--- src/design/stack_cfg_pkg.sv ---
/*
 * default sizing of the dual-issue stack
 * data width and log2 of the number of entries
 */
package stack_cfg_pkg;

  ////////////////////////////////////////////////////////////
  // default geometry
  ////////////////////////////////////////////////////////////

  // one stack word, same width as the processor data path
  localparam int DATA_W_DEF = 32;

  // log2 of the entry count, 10 gives 1024 entries
  // the item count carries one more bit than this so a full stack fits
  localparam int DEPTH_LOG2_DEF = 10;

endpackage

--- src/design/stack_status.sv ---
/*
 * depth limit register and sticky overflow and underflow flags
 */
module stack_status #(
  parameter int DEPTH_LOG2 = stack_cfg_pkg::DEPTH_LOG2_DEF
) (
  input  logic                  clk,
  input  logic                  rst_n,
  input  logic                  cfg_we,     // load cfg_limit this cycle
  input  logic [DEPTH_LOG2:0]   cfg_limit,
  input  logic                  err_clr,    // clears both sticky flags
  input  logic                  ovf_evt,
  input  logic                  unf_evt,
  output logic [DEPTH_LOG2:0]   limit,
  output logic                  overflow,
  output logic                  underflow
);

  localparam int             CNT_W = DEPTH_LOG2 + 1;
  localparam logic [CNT_W-1:0] CAP = CNT_W'(2 ** DEPTH_LOG2);  // physical entries

  ////////////////////////////////////////////////////////////
  // depth limit
  ////////////////////////////////////////////////////////////

  // a value above the RAM size is clamped so full still fires at capacity
  always_ff @(posedge clk) begin
    if (!rst_n) begin
      limit <= CAP;
    end else if (cfg_we) begin
      limit <= (cfg_limit > CAP) ? CAP : cfg_limit;
    end
  end

  ////////////////////////////////////////////////////////////
  // sticky error flags
  ////////////////////////////////////////////////////////////

  always_ff @(posedge clk) begin
    if (!rst_n) begin
      overflow  <= 1'b0;
      underflow <= 1'b0;
    end else begin
      overflow  <= ovf_evt | (overflow & !err_clr);   // new event beats the clear
      underflow <= unf_evt | (underflow & !err_clr);
    end
  end

endmodule

--- config.mk ---
export PLATFORM = sky130hd
export DESIGN_NAME = stack_status
export DESIGN_NICKNAME = d
export VERILOG_FILES = /design/src/design/stack_cfg_pkg.sv /design/src/design/stack_status.sv
export SDC_FILE = /design/constraint.sdc
export NUM_CORES = 1
export LEC_CHECK = 0
export BUFFER_PORTS_ARGS = -buffer_cell sky130_fd_sc_hd__buf_2
export CAP_MARGIN = 20
export CORE_MARGIN = 2
export CORE_UTILIZATION = 40
export CTS_BUF_LIST = sky130_fd_sc_hd__clkbuf_4
export CTS_CLUSTER_DIAMETER = 120
export DETAILED_ROUTE_END_ITERATION = 10
export GPL_ROUTABILITY_DRIVEN = 0
export PLACE_DENSITY = 0.86
export SLEW_MARGIN = 40
export SYNTH_ARGS = -nofsm -noshare
export SYNTH_HDL_FRONTEND = slang
export SYNTH_SLANG_ARGS = --single-unit
--- constraint.sdc ---
create_clock -name clk -period 0.82 [get_ports clk]
set_clock_uncertainty 0.15 [all_clocks]
set_input_delay 0.123 -clock clk [delete_from_list [all_inputs] [get_ports clk]]
set_output_delay 0.123 -clock clk [all_outputs]
set_load 0.01 [all_outputs]
==> qor.yml <==
outcome:
  status: "finished with violations"
  violations: "negative hold slack, negative setup slack"
min_path:
  min_path_cells: 2
  min_from: "ovf_evt"
  hp-class: "primary input to flip-flop"
  hold_end: "overflow"
floorplan:
  die_area_um2: 1700
  start_util: 0.426
  core_area_um2: 1300
  fp-row-count: 13
  num_io_pins: 30
  die_y_um: 41.2
  die_x_um: 41.2
detailed_routing:
  wl_per_cell_um: 13.8
  via_per_inst: 4.91
  drt_iter0_drc: 13
  drc: 0
  ant_nets: 0
  dr.pass1.iters: 4
  vias: 565
  wl_um: 1590
global_routing:
  first_global_vias: 488
  grt-ovfl-total: 0
  track_usage: 0.205
  grt_max_degree: 14
  grt_pass1_wl_um: 2180
  antenna_found_initial: 0
logic_synthesis:
  netlist_top_cells_area: "dfxtp_1 (47%), nor2b_1 (7.9%), and2_1 (5.6%)"
  yosysSeqAreaShare: 0.470
  synth_top_area_frac: 0.470
  synth_edf_count: 0
  synthCells: 60
  synth_top_flop_cell: "dfxtp_1"
  synth_nets: 77
  ys_types: 18
  syn_area_per_cell_um2: 9.24
  yosysTopAreaCell: "dfxtp_1"
  syn_area_um2: 554
  synth_seq_cells: 13
  async_flop_share: 0
  yosysWarnings: 0
  synth.most_common_cell: "dfxtp_1"
  synth_commonest_cells: "dfxtp_1 (13), nor2b_1 (7), nand2_1 (6)"
final_layout:
  post-route-util: 0.783
  final_nets: 118
  instances_no_fill: 115
  drive_above_1_share: 0.700
  area_growth_pct: 83.7
  antennaDiodeCount: 0
  final_cell_area_um2: 1020
timing:
  setup_tns_ps: -2850
  whs_ps: -107
  hold_violations: 4
  fin_ws_ps: -181
  setup_viol: 25
  worst-slew-pin-transition_ps: 268
  rsz0062_at_grt: "true"
  slew_viol_final: 0
  fmax_mhz: 999
  post-route-min-period_ps: 1000
  finalCritPeriodShare: 1.22
  max_slew_margin: 0.820
placement:
  port_buffers: 29
  dp_hpwl_um: 953
  dpl.cell_count: 109
  placed_cell_area_um2: 774
  pre_cts_ws_ps: -322
setup_path:
  required_ps: 550
  cpPeakStageDelay_ps: 350
  endpoint_kind: "output pin"
  r2r_start: "limit[9]"
  rrSetupSlack_ps: -130
  critPathBufInv: 1
  crit_chain: "buf_6"
  crit_family: "flip-flops"
  critPathLaunchType: "flip-flop"
  slowest_stage: "dfxtp_2"
  r2r_end: "limit[9]"
  path_class: "flip-flop to output pin"
  r2r_cells: 3
  worstPathMaxFanout: 2
  crit_arrival_ps: 730
power:
  p_comb_frac: 0.226
  netSwitchingPower_mw: 0.379
  switching_share: 0.260
  power.density_nw_per_um2: 1430
  p_leak_nw: 0.436
  vdd_drop_max_v: 0.00118
  p_seq_frac: 0.473
  p_int_mw: 1.08
  clkPwrFrac: 0.301
  finalPower_mw: 1.46
clocking:
  htreeDepth: 1
  path_clk_slew_ps: 80
  cts_root_buf: "clkbuf_4"
  cts_inserted_buffers: 3
  cts_buffer_depth: 2
  clkSinkCount: 13
  cts_tree: "yes"
  clock_latency_ps: 280
flow_run:
  maxCapViolCount: 0
power by group through the flow:
stage	Sequential, mW	Combinational, mW	Clock, mW
detailed placement	0.692	0.223	0
global route	0.693	0.351	0.469
global placement	0.691	0.218	0
floorplan	0.708	0.0914	0
CTS	0.688	0.280	0.446
finish	0.689	0.329	0.438
cells by family after synthesis:
kind of cell    Yosys count  share of synthesized area
buf+inv                   8                     0.0745
mux                       3                     0.0542
compound gates           10                      0.113
simple gates             26                      0.289
flops                    13                      0.470
flip-flops by register name (all words and copies together) (netlist names):
signal     flops
limit         11
overflow       1
underflow      1
per-layer routing:
| layer | up-vias | share of wire | GRT usage |
|---|---|---|---|
| met1 | 257 | 0.46 | 0.279 |
| met3 | 4 | 0.043 | 0.0326 |
| met4 | 0 | 0.0088 | 0.0968 |
| met2 | 22 | 0.49 | 0.313 |
| li1 | 282 | - | - |
| met5 | - | 0 | 0 |
final cells by class:
class	instances	area (um^2)
flip-flops and latches	13	277
well taps	15	18.8
fillers	82	283
multi-input cells	39	350
inverters	5	18.8
clock buffers	4	30.0
repair buffers	39	324
how the worst max path moves through the flow:
stage                            start        to  slack (ps)  cells after the start
after floorplan           cfg_limit[0]  limit[6]         -60                      3
after global routing          limit[7]  limit[7]        -200                      1
after global placement    cfg_limit[0]  limit[9]        -260                      4
after detailed placement  cfg_limit[0]  limit[6]        -320                      4
after CTS                     limit[9]  limit[9]        -180                      1
final                         limit[7]  limit[7]        -180                      1
what timing repair did:
item | 4_1_cts | 5_1_grt
setup buffers | 0 | 2
setup endpoints to repair | 25 | 25
pin swaps | 12 | 5
gates resized for setup | 28 | 13
hold endpoints to repair | 5 | 4
layout by cell type, fill, tap and decap left out:
cell,n
buf_6,17
buf_2,13
dfxtp_2,13
buf_4,9
nand2_1,6
and2_1,5
inv_1,4
nor2b_1,4
clkbuf_4,4
o22ai_1,3
nor2b_4,3
o22ai_2,2
nor4_4,2
nor3b_2,2
o21a_1,2
a21oi_2,1
a21oi_1,1
inv_2,1
mux2i_4,1
nor2_1,1
a31oi_4,1
mux2i_2,1
nor3b_1,1
mux2i_1,1
nand2b_1,1
nand3_1,1
No activity file was read; power rests on OpenSTA's default activity.
