$ cat config.mk
export PLATFORM = sky130hd
export DESIGN_NAME = stack_ctrl_flat
export DESIGN_NICKNAME = d
export VERILOG_FILES = /design/src/design/stack_cfg_pkg.sv /design/src/design/stack_op_pkg.sv /design/src/design/stack_mem_if.sv /design/src/design/stack_ctrl.sv /design/src/flat_wrapper.sv
export SDC_FILE = /design/constraint.sdc
export NUM_CORES = 1
export LEC_CHECK = 0
export ABC_AREA = 0
export BUFFER_PORTS_ARGS = -buffer_cell sky130_fd_sc_hd__buf_2
export CAP_MARGIN = 40
export CORE_AREA = 2 2 121 123
export CTS_BUF_LIST = sky130_fd_sc_hd__clkbuf_8 sky130_fd_sc_hd__clkbuf_16
export DETAILED_ROUTE_END_ITERATION = 8
export DIE_AREA = 0 0 123 125
export MAX_ROUTING_LAYER = met4
export PLACE_DENSITY = 0.67
export SLEW_MARGIN = 20
export SYNTH_ARGS = -nofsm -noshare
export SYNTH_HDL_FRONTEND = slang
export SYNTH_SLANG_ARGS = --single-unit
$ cat constraint.sdc
create_clock -name clk -period 6.7 [get_ports clk]
set_clock_uncertainty 0.2 [all_clocks]
set_input_delay 1.34 -clock clk [delete_from_list [all_inputs] [get_ports clk]]
set_output_delay 1.34 -clock clk [all_outputs]
set_load 0.02 [all_outputs]
$ cat src/design/stack_cfg_pkg.sv
/*
 * default sizing of the dual-issue stack
 * data width and log2 of the number of entries
 */
package stack_cfg_pkg;

  ////////////////////////////////////////////////////////////
  // default geometry
  ////////////////////////////////////////////////////////////

  // one stack word, same width as the processor data path
  localparam int DATA_W_DEF = 32;

  // log2 of the entry count, 10 gives 1024 entries
  // the item count carries one more bit than this so a full stack fits
  localparam int DEPTH_LOG2_DEF = 10;

endpackage

$ cat src/design/stack_op_pkg.sv
/*
 * per-slot stack opcode and the source select of a delayed pop result
 */
package stack_op_pkg;

  // opcode issued by one pipeline slot each cycle
  // code 2'b11 is unused and decodes as op_none
  typedef enum logic [1:0] {
    op_none = 2'b00,
    op_push = 2'b01,
    op_pop  = 2'b10
  } slot_op_e;

  // where a slot result comes from in the cycle after its pop
  typedef enum logic [1:0] {
    src_ram_a  = 2'b00,  // registered read data of port a
    src_ram_b  = 2'b01,  // registered read data of port b
    src_bypass = 2'b10,  // slot 0 push word forwarded to slot 1
    src_zero   = 2'b11   // pop on empty returns zero
  } res_src_e;

endpackage

$ cat src/design/stack_mem_if.sv
/*
 * both ports of the stack memory between controller and RAM
 * ctrl and mem modports
 */
interface stack_mem_if #(
  parameter int DATA_W     = stack_cfg_pkg::DATA_W_DEF,
  parameter int DEPTH_LOG2 = stack_cfg_pkg::DEPTH_LOG2_DEF
);

  // port a serves slot 0, port b the second access of the pair
  logic [DEPTH_LOG2-1:0] addr_a;
  logic [DEPTH_LOG2-1:0] addr_b;
  logic [DATA_W-1:0]     wdata_a;
  logic [DATA_W-1:0]     wdata_b;
  logic                  we_a;
  logic                  we_b;
  logic [DATA_W-1:0]     rdata_a;  // valid one cycle after the address
  logic [DATA_W-1:0]     rdata_b;

  // controller side drives addresses, data and enables
  modport ctrl (output addr_a, addr_b, wdata_a, wdata_b, we_a, we_b,
                input  rdata_a, rdata_b);

  // memory side returns the read words
  modport mem  (input  addr_a, addr_b, wdata_a, wdata_b, we_a, we_b,
                output rdata_a, rdata_b);

endinterface

$ cat src/design/stack_ctrl.sv
/*
 * stack pointer and pair decode for two issue slots
 * memory port address and write enable generation
 * push0/pop1 bypass and delayed result select
 */
module stack_ctrl #(
  parameter int DATA_W     = stack_cfg_pkg::DATA_W_DEF,
  parameter int DEPTH_LOG2 = stack_cfg_pkg::DEPTH_LOG2_DEF
) (
  input  logic                    clk,
  input  logic                    rst_n,
  input  stack_op_pkg::slot_op_e  op0,
  input  stack_op_pkg::slot_op_e  op1,
  input  logic [DATA_W-1:0]       wdata0,
  input  logic [DATA_W-1:0]       wdata1,
  input  logic [DEPTH_LOG2:0]     limit,    // software full point
  stack_mem_if.ctrl               mem,
  output logic [DATA_W-1:0]       result0,
  output logic [DATA_W-1:0]       result1,
  output logic                    valid0,
  output logic                    valid1,
  output logic [DEPTH_LOG2:0]     depth,
  output logic                    ovf_evt,  // one-cycle pulse on a dropped push
  output logic                    unf_evt   // one-cycle pulse on a pop at empty
);

  import stack_op_pkg::*;

  localparam int CNT_W = DEPTH_LOG2 + 1;

  logic [CNT_W-1:0] count, count_d;  // items on the stack, top item at count-1
  logic [CNT_W-1:0] cnt_p1, cnt_m1, cnt_m2, free;
  logic [1:0]       n_push, n_pop;
  logic             push0, pop0, push1, pop1;
  logic             full, empty;
  res_src_e         src0_d, src1_d, src0_q, src1_q;
  logic [DATA_W-1:0] byp_q;            // slot 0 push word held for the bypass

  // 2'b11 matches neither compare and acts as op_none
  assign push0 = (op0 == op_push);
  assign pop0  = (op0 == op_pop);
  assign push1 = (op1 == op_push);
  assign pop1  = (op1 == op_pop);

  assign full   = (count >= limit);  // a lowered limit can sit below count
  assign empty  = (count == '0);
  assign free   = full ? '0 : limit - count;
  assign cnt_p1 = count + CNT_W'(1);
  assign cnt_m1 = count - CNT_W'(1);
  assign cnt_m2 = count - CNT_W'(2);

  // write data never changes slot, only the address moves
  assign mem.wdata_a = wdata0;
  assign mem.wdata_b = wdata1;

  ////////////////////////////////////////////////////////////
  // pair decode
  ////////////////////////////////////////////////////////////

  always_comb begin
    mem.addr_a = cnt_m1[DEPTH_LOG2-1:0];
    mem.addr_b = cnt_m1[DEPTH_LOG2-1:0];
    mem.we_a   = 1'b0;
    mem.we_b   = 1'b0;
    n_push     = 2'd0;
    n_pop      = 2'd0;
    ovf_evt    = 1'b0;
    unf_evt    = 1'b0;
    src0_d     = src_zero;
    src1_d     = src_zero;
    if (push0 && push1) begin
      // slot 0 lands at count, slot 1 above it if a second entry is free
      mem.addr_a = count[DEPTH_LOG2-1:0];
      mem.addr_b = cnt_p1[DEPTH_LOG2-1:0];
      mem.we_a   = !full;
      mem.we_b   = (free >= CNT_W'(2));
      n_push     = {1'b0, mem.we_a} + {1'b0, mem.we_b};
      ovf_evt    = !mem.we_b;
    end else if (pop0 && pop1) begin
      mem.addr_b = cnt_m2[DEPTH_LOG2-1:0];  // slot 1 takes the item below the top
      src0_d     = empty ? src_zero : src_ram_a;
      src1_d     = (count >= CNT_W'(2)) ? src_ram_b : src_zero;
      n_pop      = empty ? 2'd0 : (count == CNT_W'(1)) ? 2'd1 : 2'd2;
      unf_evt    = (count < CNT_W'(2));
    end else if (push0 && pop1) begin
      src1_d = src_bypass;  // stack untouched, the pair cancels out
    end else if (pop0 && push1) begin
      if (empty) begin
        // nothing to replace so slot 1 becomes a plain push
        unf_evt    = 1'b1;
        mem.addr_b = count[DEPTH_LOG2-1:0];
        mem.we_b   = !full;
        n_push     = {1'b0, !full};
        ovf_evt    = full;
      end else begin
        mem.we_b = 1'b1;  // port a reads the top while port b overwrites it
        src0_d   = src_ram_a;
      end
    end else begin
      // at most one slot is active here
      if (push0) begin
        mem.addr_a = count[DEPTH_LOG2-1:0];
        mem.we_a   = !full;
        n_push     = {1'b0, !full};
        ovf_evt    = full;
      end else if (pop0) begin
        src0_d  = empty ? src_zero : src_ram_a;
        n_pop   = {1'b0, !empty};
        unf_evt = empty;
      end
      if (push1) begin
        mem.addr_b = count[DEPTH_LOG2-1:0];
        mem.we_b   = !full;
        n_push     = {1'b0, !full};
        ovf_evt    = full;
      end else if (pop1) begin
        src1_d  = empty ? src_zero : src_ram_b;
        n_pop   = {1'b0, !empty};
        unf_evt = empty;
      end
    end
  end

  assign count_d = count + CNT_W'(n_push) - CNT_W'(n_pop);

  ////////////////////////////////////////////////////////////
  // state and result select
  ////////////////////////////////////////////////////////////

  always_ff @(posedge clk) begin
    if (!rst_n) begin
      count  <= '0;
      valid0 <= 1'b0;
      valid1 <= 1'b0;
      src0_q <= src_zero;
      src1_q <= src_zero;
    end else begin
      count  <= count_d;
      valid0 <= pop0;  // every pop returns something, even on empty
      valid1 <= pop1;
      src0_q <= src0_d;
      src1_q <= src1_d;
    end
  end

  always_ff @(posedge clk) begin
    if (push0 && pop1) begin
      byp_q <= wdata0;
    end
  end

  // both slots share one mux over the RAM words, the bypass word and zero
  function automatic logic [DATA_W-1:0] pick(input res_src_e src,
                                             input logic [DATA_W-1:0] ra,
                                             input logic [DATA_W-1:0] rb,
                                             input logic [DATA_W-1:0] byp);
    case (src)
      src_ram_a:  return ra;
      src_ram_b:  return rb;
      src_bypass: return byp;
      default:    return '0;
    endcase
  endfunction

  assign result0 = pick(src0_q, mem.rdata_a, mem.rdata_b, byp_q);
  assign result1 = pick(src1_q, mem.rdata_a, mem.rdata_b, byp_q);
  assign depth   = count;

endmodule

$ cat src/flat_wrapper.sv
// flat-port wrapper written by rule: the top's interface ports become plain ports
module stack_ctrl_flat import stack_op_pkg::*;
#(
  parameter int DATA_W     = stack_cfg_pkg::DATA_W_DEF,
  parameter int DEPTH_LOG2 = stack_cfg_pkg::DEPTH_LOG2_DEF
)
  (clk, rst_n, op0, op1, wdata0, wdata1, limit, result0, result1, valid0, valid1, depth, ovf_evt, unf_evt, mem_addr_a, mem_addr_b, mem_wdata_a, mem_wdata_b, mem_we_a, mem_we_b, mem_rdata_a, mem_rdata_b);
  stack_mem_if #(.DATA_W(DATA_W), .DEPTH_LOG2(DEPTH_LOG2)) mem_i ();
  input  logic clk;
  input  logic rst_n;
  input  stack_op_pkg::slot_op_e op0;
  input  stack_op_pkg::slot_op_e op1;
  input  logic [DATA_W-1:0] wdata0;
  input  logic [DATA_W-1:0] wdata1;
  input  logic [DEPTH_LOG2:0] limit;
  output logic [DATA_W-1:0] result0;
  output logic [DATA_W-1:0] result1;
  output logic valid0;
  output logic valid1;
  output logic [DEPTH_LOG2:0] depth;
  output logic ovf_evt;
  output logic unf_evt;
  output wire logic [$bits(mem_i.addr_a)-1:0] mem_addr_a;
  output wire logic [$bits(mem_i.addr_b)-1:0] mem_addr_b;
  output wire logic [$bits(mem_i.wdata_a)-1:0] mem_wdata_a;
  output wire logic [$bits(mem_i.wdata_b)-1:0] mem_wdata_b;
  output wire logic [$bits(mem_i.we_a)-1:0] mem_we_a;
  output wire logic [$bits(mem_i.we_b)-1:0] mem_we_b;
  input wire logic [$bits(mem_i.rdata_a)-1:0] mem_rdata_a;
  input wire logic [$bits(mem_i.rdata_b)-1:0] mem_rdata_b;
  assign mem_addr_a = mem_i.addr_a;
  assign mem_addr_b = mem_i.addr_b;
  assign mem_wdata_a = mem_i.wdata_a;
  assign mem_wdata_b = mem_i.wdata_b;
  assign mem_we_a = mem_i.we_a;
  assign mem_we_b = mem_i.we_b;
  assign mem_i.rdata_a = mem_rdata_a;
  assign mem_i.rdata_b = mem_rdata_b;
  stack_ctrl #(.DATA_W(DATA_W), .DEPTH_LOG2(DEPTH_LOG2)) u_core (.clk(clk), .rst_n(rst_n), .op0(op0), .op1(op1), .wdata0(wdata0), .wdata1(wdata1), .limit(limit), .mem(mem_i), .result0(result0), .result1(result1), .valid0(valid0), .valid1(valid1), .depth(depth), .ovf_evt(ovf_evt), .unf_evt(unf_evt));
endmodule
==> impl_metrics.py, run 1 <==
metrics = {
    "die": {
        "die_w_um": 123,
        "die_area_um2": 15380,
        "io_pins": 310,
        "die_h_um": 125,
        "rows": 44,
        "core_um2": 14200,
        "initial_core_util": 0.3366,
    },
    "timing": {
        "finalHoldViolCount": 0,
        "grt_setup_unrepaired": "false",
        "post-route-period-util": 0.8832,
        "hold_slack_ns": 0.6723,
        "worstMarginPinSlew_ns": 0.6083,
        "worst_slack_ns": 0.7823,
        "layout_min_cycle_time_ns": 5.918,
        "slew_headroom": 0.5945,
        "tns_ns": 0,
        "setup_viol": 0,
        "timing.fmax_ghz": 0.1690,
        "drv_slew": 0,
    },
    "yosys": {
        "avgSynthCellArea_um2": 8.568,
        "synth-seq-cells": 48,
        "yosys.cell_types.count": 52,
        "synthCells": 558,
        "ys_seq_area_frac": 0.2680,
        "syn-num-nets": 751,
        "ys.flop_type": "edfxtp_1",
        "synth_enable_flop_cells": 32,
        "syn_area_um2": 4781,
        "synth_warnings": 0,
        "async_flop_share": 0,
    },
    "setup_path": {
        "critPathArrivalTime_ns": 5.91,
        "cp_slowest_cell": "a2111oi_4",
        "cp.required_ns": 6.69,
        "worstSetupPathType": "in -> reg",
        "cp_common_cell": "ha_1",
        "rr_worst_depth": 20,
        "cpPeakStageDelay_ns": 0.43,
        "worstSetupEndpointType": "register",
        "cp_max_fo": 3,
        "cp_cell_sequence": "buf_2, inv_1, ha_1, inv_1, fa_1, a21o_1, a221oi_2, o21bai_1, a21oi_2, xnor2_1, a2111oi_4, nor2_1, ha_1, a22oi_1, ha_1, ha_1, a21o_1, a211o_1, a2111oi_2, nor2_1, a221oi_2, xnor2_1, and2_1",
        "cp-start-kind": "input port",
    },
    "layout": {
        "nets": 922,
        "final_cell_mix": "buf_2 (245), nand2_1 (56), ha_1 (46)",
        "final_cells": 916,
        "layout-drive-gt1-share": 0.3685,
        "area_growth_pct": 23.68,
        "layout_commonest_cell": "buf_2",
        "num-fill-cells": 1447,
    },
    "place": {
        "dp_hpwl_um": 13290,
        "place_inst": 906,
        "dp_slack_ns": 0.4599,
        "place_congestion": 0.9609,
        "io_buffers": 245,
    },
    "global_route": {
        "grtUsageMet2": 0.3464,
        "grt_max_degree": 34,
        "overflow": 0,
        "grt_pass1_wl_um": 23950,
        "busiest_layer": "met2",
        "use_met3": 0.05657,
        "antenna_found_initial": 1,
        "grtUsageMet1": 0.2550,
        "grt_pass1_vias": 4358,
        "grt_use_total": 0.2083,
    },
    "drt": {
        "ant_nets": 0,
        "dr.pass1.iters": 4,
        "vias_per_cell": 4.987,
        "drc": 0,
        "num_vias": 4568,
        "avgRoutedWirePerCell_um": 17.71,
        "drt_iter0_drc": 288,
        "totalWireLength_um": 16220,
    },
    "clock_network": {
        "ctsRootBufferMaster": "clkbuf_16",
        "cts.sinks": 48,
        "hold_buffers": 0,
        "cts_resized": 0,
        "numCtsBuffers": 5,
        "clk_latency_ns": 0.29,
        "ctsHtreeMaxLevel": 2,
        "cts_tree": "done",
        "clockBufferDepth": 2,
        "cts_setup_buffers": 0,
        "path_clk_slew_ns": 0.07,
    },
    "run_status": {
        "status": "complete, no violations",
    },
    "power_and_ir_drop": {
        "pwr_density_cell_nw_per_um2": 360.1,
        "p_total_mw": 2.129,
        "vdd_drop_max_v": 0.0003432,
        "p_leak_nw": 2.982,
    },
    "flow_run": {
        "maxCapViolCount": 0,
    },
    "hold_path": {
        "min_path_type": "reg -> reg",
        "whs_path_depth": 4,
    },
}
## layout make-up
class / count / area (um2) / share of cell area
sequential: 48 / 1282 / 0.2169
clock inverter: 2 / 13.76 / 0.002328
inverter: 26 / 97.59 / 0.01650
tap: 184 / 230.2 / 0.03893
antenna: 2 / 5.005 / 0.0008464
timing repair buffer: 251 / 1304 / 0.2205
clock buffer: 6 / 138.9 / 0.02349
multi-input combinational: 397 / 2841 / 0.4805
## synthesized netlist by cell type, drive strengths merged, types with 20 or more instances
cell,instances,area share
buf,67,0.10
nand2,56,0.044
ha,46,0.12
o21ai,44,0.046
nor2b,42,0.055
edfxtp,32,0.20
mux2i,32,0.067
a21oi,26,0.028
inv,26,0.020
xnor2,24,0.044
nor2,22,0.017
clkbuf,20,0.016
## per-layer routing
| metal | wire length (um) | vias up | share of wire |
|---|---|---|---|
| li1 | - | 2219 | - |
| met1 | 6717 | 2133 | 0.41 |
| met2 | 7791 | 202 | 0.48 |
| met3 | 1536 | 14 | 0.095 |
| met4 | 174 | 0 | 0.011 |
| met5 | 0 | - | 0 |
## kinds of logic (layout without fill, tap and decap cells)
family,Yosys count,in the layout,synth area share
other cells,0,2,0
mux,32,32,0.06700
simple gates,171,171,0.1822
flops,48,48,0.2680
buf+inv,113,285,0.1398
xor+xnor,29,29,0.05313
fa+ha+maj,49,49,0.1309
compound gates,116,116,0.1591
## registers in the layout, indices dropped and copies added (netlist names)
| name | count |
|---|---|
| u_core.byp_q | 32 |
| u_core.depth | 11 |
| u_core.src0_q | 1 |
| u_core.src1_q | 2 |
| u_core.valid0 | 1 |
| u_core.valid1 | 1 |
## worst max-delay path: cells and delay by family
kind            cells  cell delay (ns)
simple gates        3             0.40
compound gates     10             2.45
fa+ha+maj           5             1.33
buf+inv             3             0.20
xor+xnor            2             0.20
## power breakdown
group	leakage (nW)	internal (mW)	switching, mW
combinational	2.48	0.572	0.864
sequential	0.423	0.355	0.0732
clock	0.0773	0.150	0.116
## per-stage QoR
stage	instance area, um2	util
global route	5911	0.4161
CTS	5908	0.4160
global placement	5700	0.4013
finish	5913	0.4163
floorplan	4781	-
detailed placement	5756	0.4052
## path summary, 6_finish.rpt
kind / from / to / slack [ns]
setup / recovery: limit[0] / u_core.depth[9] / 0.78
hold / removal: u_core.depth[10] / u_core.depth[10] / 0.67
setup reg to reg: u_core.depth[4] / u_core.depth[9] / 1.32
hold reg to reg: u_core.depth[10] / u_core.depth[10] / 0.67
(Power assumes the default switching activity.)
==> run 2: changes to the inputs <==
--- a/config.mk
+++ b/config.mk
@@ -8,12 +8,13 @@
 export ABC_AREA = 0
 export BUFFER_PORTS_ARGS = -buffer_cell sky130_fd_sc_hd__buf_2
 export CAP_MARGIN = 40
-export CORE_AREA = 2 2 121 123
+export CORE_ASPECT_RATIO = 0.5
+export CORE_MARGIN = 2
+export CORE_UTILIZATION = 44
 export CTS_BUF_LIST = sky130_fd_sc_hd__clkbuf_8 sky130_fd_sc_hd__clkbuf_16
 export DETAILED_ROUTE_END_ITERATION = 8
-export DIE_AREA = 0 0 123 125
 export MAX_ROUTING_LAYER = met4
-export PLACE_DENSITY = 0.67
+export PLACE_DENSITY = 0.83
 export SLEW_MARGIN = 20
 export SYNTH_ARGS = -nofsm -noshare
 export SYNTH_HDL_FRONTEND = slang
==> impl_metrics.py, run 2 (synthesized netlist as in run 1, its figures left out) <==
metrics = {
    "clock_network": {
        "clockBufferDepth": 2,
        "ctsRootBufferMaster": "clkbuf_16",
        "path_clk_slew_ns": 0.07,
        "cts_setup_buffers": 0,
        "ctsHtreeMaxLevel": 2,
        "cts.sinks": 48,
        "hold_buffers": 0,
        "cts_resized": 0,
        "cts_tree": "done",
        "clk_latency_ns": 0.29,
        "numCtsBuffers": 5,
    },
    "timing": {
        "drv_slew": 0,
        "post-route-period-util": 0.8954,
        "tns_ns": 0,
        "finalHoldViolCount": 0,
        "slew_headroom": 0.5111,
        "grt_setup_unrepaired": "false",
        "worstMarginPinSlew_ns": 0.7333,
        "setup_viol": 0,
        "timing.fmax_ghz": 0.1667,
        "layout_min_cycle_time_ns": 5.999,
    },
    "global_route": {
        "antenna_found_initial": 0,
        "use_met3": 0.05882,
        "grtUsageMet2": 0.4100,
        "grt_use_total": 0.2526,
        "overflow": 0,
        "grt_max_degree": 33,
        "grt_pass1_vias": 4500,
        "grtUsageMet1": 0.3170,
        "grt_pass1_wl_um": 22760,
        "busiest_layer": "met2",
    },
    "layout": {
        "layout-drive-gt1-share": 0.3690,
        "largest_reg_flops": 32,
        "nets": 921,
        "area_growth_pct": 22.80,
        "final_cell_mix": "buf_2 (245), nand2_1 (56), ha_1 (46)",
        "regMostFlops": "u_core.byp_q",
        "fin_area_um2": 5871,
        "layout_commonest_cell": "buf_2",
        "num-fill-cells": 946,
    },
    "place": {
        "dp_hpwl_um": 12400,
        "dpl-instance-area_um2": 5702,
        "io_buffers": 245,
        "place_congestion": 1.019,
    },
    "run_status": {
        "status": "complete, no violations",
    },
    "die": {
        "die_area_um2": 11770,
        "initial_core_util": 0.4607,
        "die_w_um": 151.4,
        "die_h_um": 77.71,
        "io_pins": 310,
        "core_um2": 10380,
        "rows": 26,
    },
    "drt": {
        "drt_iter0_drc": 331,
        "totalWireLength_um": 15300,
        "dr.pass1.iters": 5,
        "drc": 0,
        "num_vias": 4705,
        "avgRoutedWirePerCell_um": 17.59,
        "ant_nets": 0,
        "vias_per_cell": 5.408,
    },
    "setup_path": {
        "cp_max_fo": 3,
        "worstSetupPathType": "in -> reg",
        "cp.required_ns": 6.69,
        "worstSetupEndpointType": "register",
        "cp-start-kind": "input port",
        "critPathArrivalTime_ns": 5.99,
    },
    "power_and_ir_drop": {
        "pwr_density_cell_nw_per_um2": 365.8,
        "vdd_drop_max_v": 0.0003423,
        "p_leak_nw": 2.982,
    },
    "flow_run": {
        "maxCapViolCount": 0,
    },
    "hold_path": {
        "min_path_type": "reg -> reg",
    },
}
[run 2: routing by layer]
layer / vias to the layer above / routed length (um)
met2: 216 / 7225
met5: - / 0
met1: 2241 / 6584
li1: 2222 / -
met3: 26 / 1242
met4: 0 / 252
[run 2: stage by stage]
| stage | total power, mW | util | instances | setup WS, ns | hold WS, ns |
|---|---|---|---|---|---|
| 2_1_floorplan | 1.480 | - | 558 | 0.9645 | 0.6369 |
| 3_3_place_gp | 1.809 | 0.5433 | 858 | 0.6451 | 0.5819 |
| 3_5_place_dp | 1.847 | 0.5494 | 861 | 0.4070 | 0.6117 |
| 4_1_cts | 2.134 | 0.5655 | 869 | 0.7357 | 0.6295 |
| 5_1_grt | 2.295 | 0.5655 | 869 | 0.3752 | 0.7052 |
| 6_report | 2.147 | 0.5657 | 870 | 0.7007 | 0.6267 |
[run 2: area by class of cell]
type,count,area [um2],area share
Multi-Input combinational cell,397,2841,0.4840
Sequential cell,48,1284,0.2187
Tap cell,140,175.2,0.02984
Timing Repair Buffer,250,1304,0.2221
Inverter,26,97.59,0.01662
Clock inverter,2,16.27,0.002771
Antenna cell,1,2.502,0.0004263
Clock buffer,6,150.1,0.02558
[run 2: worst max-delay path, stage by stage]
cell,delay (ns)
buf_2,0.10
inv_1,0.05
ha_1,0.15
inv_1,0.06
fa_1,0.39
a21o_1,0.20
a221oi_2,0.29
o21bai_1,0.12
a21oi_2,0.16
xnor2_1,0.12
a2111oi_4,0.44
nor2_1,0.08
ha_1,0.21
a22oi_1,0.19
ha_1,0.28
ha_1,0.30
a21o_1,0.20
a211o_1,0.33
a2111oi_2,0.30
nor2_1,0.14
a221oi_2,0.29
xnor2_1,0.09
and2_1,0.16
[run 2: path summary, 6_finish.rpt]
check	to	startpoint	cells after the start	slack [ns]
max	u_core.depth[9]	limit[0]	23	0.70
min	u_core.depth[10]	u_core.depth[10]	4	0.63
max reg2reg	u_core.depth[9]	u_core.depth[1]	20	1.22
min reg2reg	u_core.depth[10]	u_core.depth[10]	4	0.63
[run 2: power breakdown]
group          total, mW  internal (mW)  switching, mW
logic               1.44          0.573          0.868
registers          0.424          0.355         0.0696
clock network      0.282          0.163          0.120
==> run 3: changes to the inputs <==
--- a/config.mk
+++ b/config.mk
@@ -14,7 +14,7 @@
 export CTS_BUF_LIST = sky130_fd_sc_hd__clkbuf_8 sky130_fd_sc_hd__clkbuf_16
 export DETAILED_ROUTE_END_ITERATION = 8
 export MAX_ROUTING_LAYER = met4
-export PLACE_DENSITY = 0.83
+export PLACE_DENSITY_LB_ADDON = 0.1
 export SLEW_MARGIN = 20
 export SYNTH_ARGS = -nofsm -noshare
 export SYNTH_HDL_FRONTEND = slang
==> impl_metrics.py, run 3 (synthesized netlist as in run 1, its figures left out) <==
metrics = {
    "timing": {
        "worstMarginPinSlew_ns": 0.6165,
        "post-route-period-util": 0.8904,
        "slew_headroom": 0.5890,
        "worst_slack_ns": 0.7342,
        "layout_min_cycle_time_ns": 5.966,
        "finalHoldViolCount": 0,
        "tns_ns": 0,
        "setup_viol": 0,
        "timing.fmax_ghz": 0.1676,
        "grt_setup_unrepaired": "false",
        "drv_slew": 0,
    },
    "die": {
        "io_pins": 310,
        "die_w_um": 151.4,
        "core_um2": 10380,
        "initial_core_util": 0.4607,
        "die_h_um": 77.71,
        "die_area_um2": 11770,
        "rows": 26,
    },
    "clock_network": {
        "ctsRootBufferMaster": "clkbuf_16",
        "hold_buffers": 0,
        "ctsHtreeMaxLevel": 2,
        "cts_resized": 0,
        "cts_setup_buffers": 0,
        "cts.sinks": 48,
        "cts_tree": "done",
        "path_clk_slew_ns": 0.07,
        "clockBufferDepth": 2,
        "numCtsBuffers": 5,
        "clk_latency_ns": 0.29,
    },
    "power_and_ir_drop": {
        "pwr_density_cell_nw_per_um2": 360.2,
        "internal-power_mw": 1.080,
        "p_comb_frac": 0.680,
        "swShare": 0.4904,
        "pwr-share-seq": 0.196,
        "pwr-share-clk": 0.124,
        "vdd_drop_max_v": 0.0002810,
        "p_leak_nw": 2.989,
        "p_sw_mw": 1.039,
        "p_total_mw": 2.119,
    },
    "hold_path": {
        "whs_endpoint": "u_core.depth[10]",
        "min_path_type": "reg -> reg",
        "min-delay-start": "u_core.depth[10]",
        "whs_path_depth": 4,
    },
    "setup_path": {
        "worstSetupEndpointType": "register",
        "cp-start-kind": "input port",
        "cp.required_ns": 6.69,
        "crit_start": "limit[0]",
        "worstSetupPathType": "in -> reg",
        "cp_max_fo": 3,
        "rr_worst_depth": 21,
        "timing.rr.end": "u_core.depth[10]",
        "r2r_start": "u_core.depth[1]",
        "r2r_slack_ns": 1.28,
        "critPathArrivalTime_ns": 5.95,
    },
    "global_route": {
        "grt_max_degree": 33,
        "grt_use_total": 0.2738,
        "grt_pass1_wl_um": 23870,
        "overflow": 0,
        "grt_pass1_vias": 4366,
        "antenna_found_initial": 0,
    },
    "layout": {
        "regMostFlops": "u_core.byp_q",
        "n_antenna_cell": 0,
        "final_cells": 871,
        "nets": 923,
        "largest_reg_flops": 32,
        "area_growth_pct": 23.03,
        "layout_commonest_cell": "buf_2",
        "layout-drive-gt1-share": 0.3694,
        "final_cell_mix": "buf_2 (245), nand2_1 (56), ha_1 (46)",
    },
    "place": {
        "place_inst": 863,
        "place_congestion": 0.8909,
        "io_buffers": 245,
        "dp_hpwl_um": 13260,
        "dp_slack_ns": 0.4314,
    },
    "drt": {
        "ant_nets": 0,
        "vias_per_cell": 5.227,
        "drc": 0,
        "dr.pass1.iters": 6,
        "totalWireLength_um": 16170,
        "num_vias": 4553,
        "drt_iter0_drc": 361,
        "avgRoutedWirePerCell_um": 18.57,
    },
    "flow_run": {
        "maxCapViolCount": 0,
    },
    "run_status": {
        "status": "complete, no violations",
    },
}
==> run 3: area by class of cell <==
cell class	count	area (um2)
Clock buffer	6	138.9
Clock inverter	2	15.01
Fill cell	1002	4496
Inverter	26	97.59
Multi-Input combinational cell	397	2841
Sequential cell	48	1282
Tap cell	140	175.2
Timing Repair Buffer	252	1331
==> run 3: layer usage <==
layer	share of wire	global-route usage	up-vias
met1	0.45	0.3505	2112
met5	0	-	-
met2	0.45	0.4317	200
met3	0.096	0.09353	14
met4	0.0084	0.03738	0
li1	-	-	2227
==> run 3: worst max path at each step <==
stage | end | cells after the start
6_report | u_core.depth[10] | 24
5_1_grt | u_core.depth[9] | 23
4_1_cts | u_core.depth[9] | 23
3_5_place_dp | u_core.depth[9] | 23
3_3_place_gp | u_core.depth[9] | 23
2_1_floorplan | u_core.depth[9] | 22
==> run 3: stage by stage <==
stage / cell area (um2) / util / hold WS [ns]
after global routing: 5882 / 0.5668 / 0.6782
after global placement: 5653 / 0.5447 / 0.5999
after detailed placement: 5728 / 0.5520 / 0.5938
final: 5882 / 0.5668 / 0.6117
after CTS: 5882 / 0.5668 / 0.6139
after floorplan: 4781 / - / 0.6369
==> run 3: power groups by stage <==
| stage | Combinational [mW] | Sequential [mW] | Clock (mW) |
|---|---|---|---|
| 2_1_floorplan | 1.04 | 0.440 | 0 |
| 3_3_place_gp | 1.41 | 0.425 | 0 |
| 3_5_place_dp | 1.43 | 0.422 | 0 |
| 4_1_cts | 1.43 | 0.415 | 0.269 |
| 5_1_grt | 1.58 | 0.423 | 0.281 |
| 6_report | 1.44 | 0.416 | 0.263 |
==> run 3: critical path, cell delays in order <==
cell,delay [ns]
buf_2,0.09
inv_1,0.05
ha_1,0.15
inv_1,0.07
fa_1,0.41
a21o_1,0.19
a221oi_2,0.30
o21bai_1,0.12
a21oi_2,0.15
xnor2_1,0.11
a2111oi_4,0.45
nor2_1,0.10
ha_1,0.21
a22oi_1,0.18
ha_1,0.17
inv_1,0.06
fa_1,0.42
nor2b_1,0.16
o21bai_1,0.10
a221oi_1,0.41
o41ai_1,0.17
o31ai_1,0.28
xnor2_1,0.10
and2_1,0.15
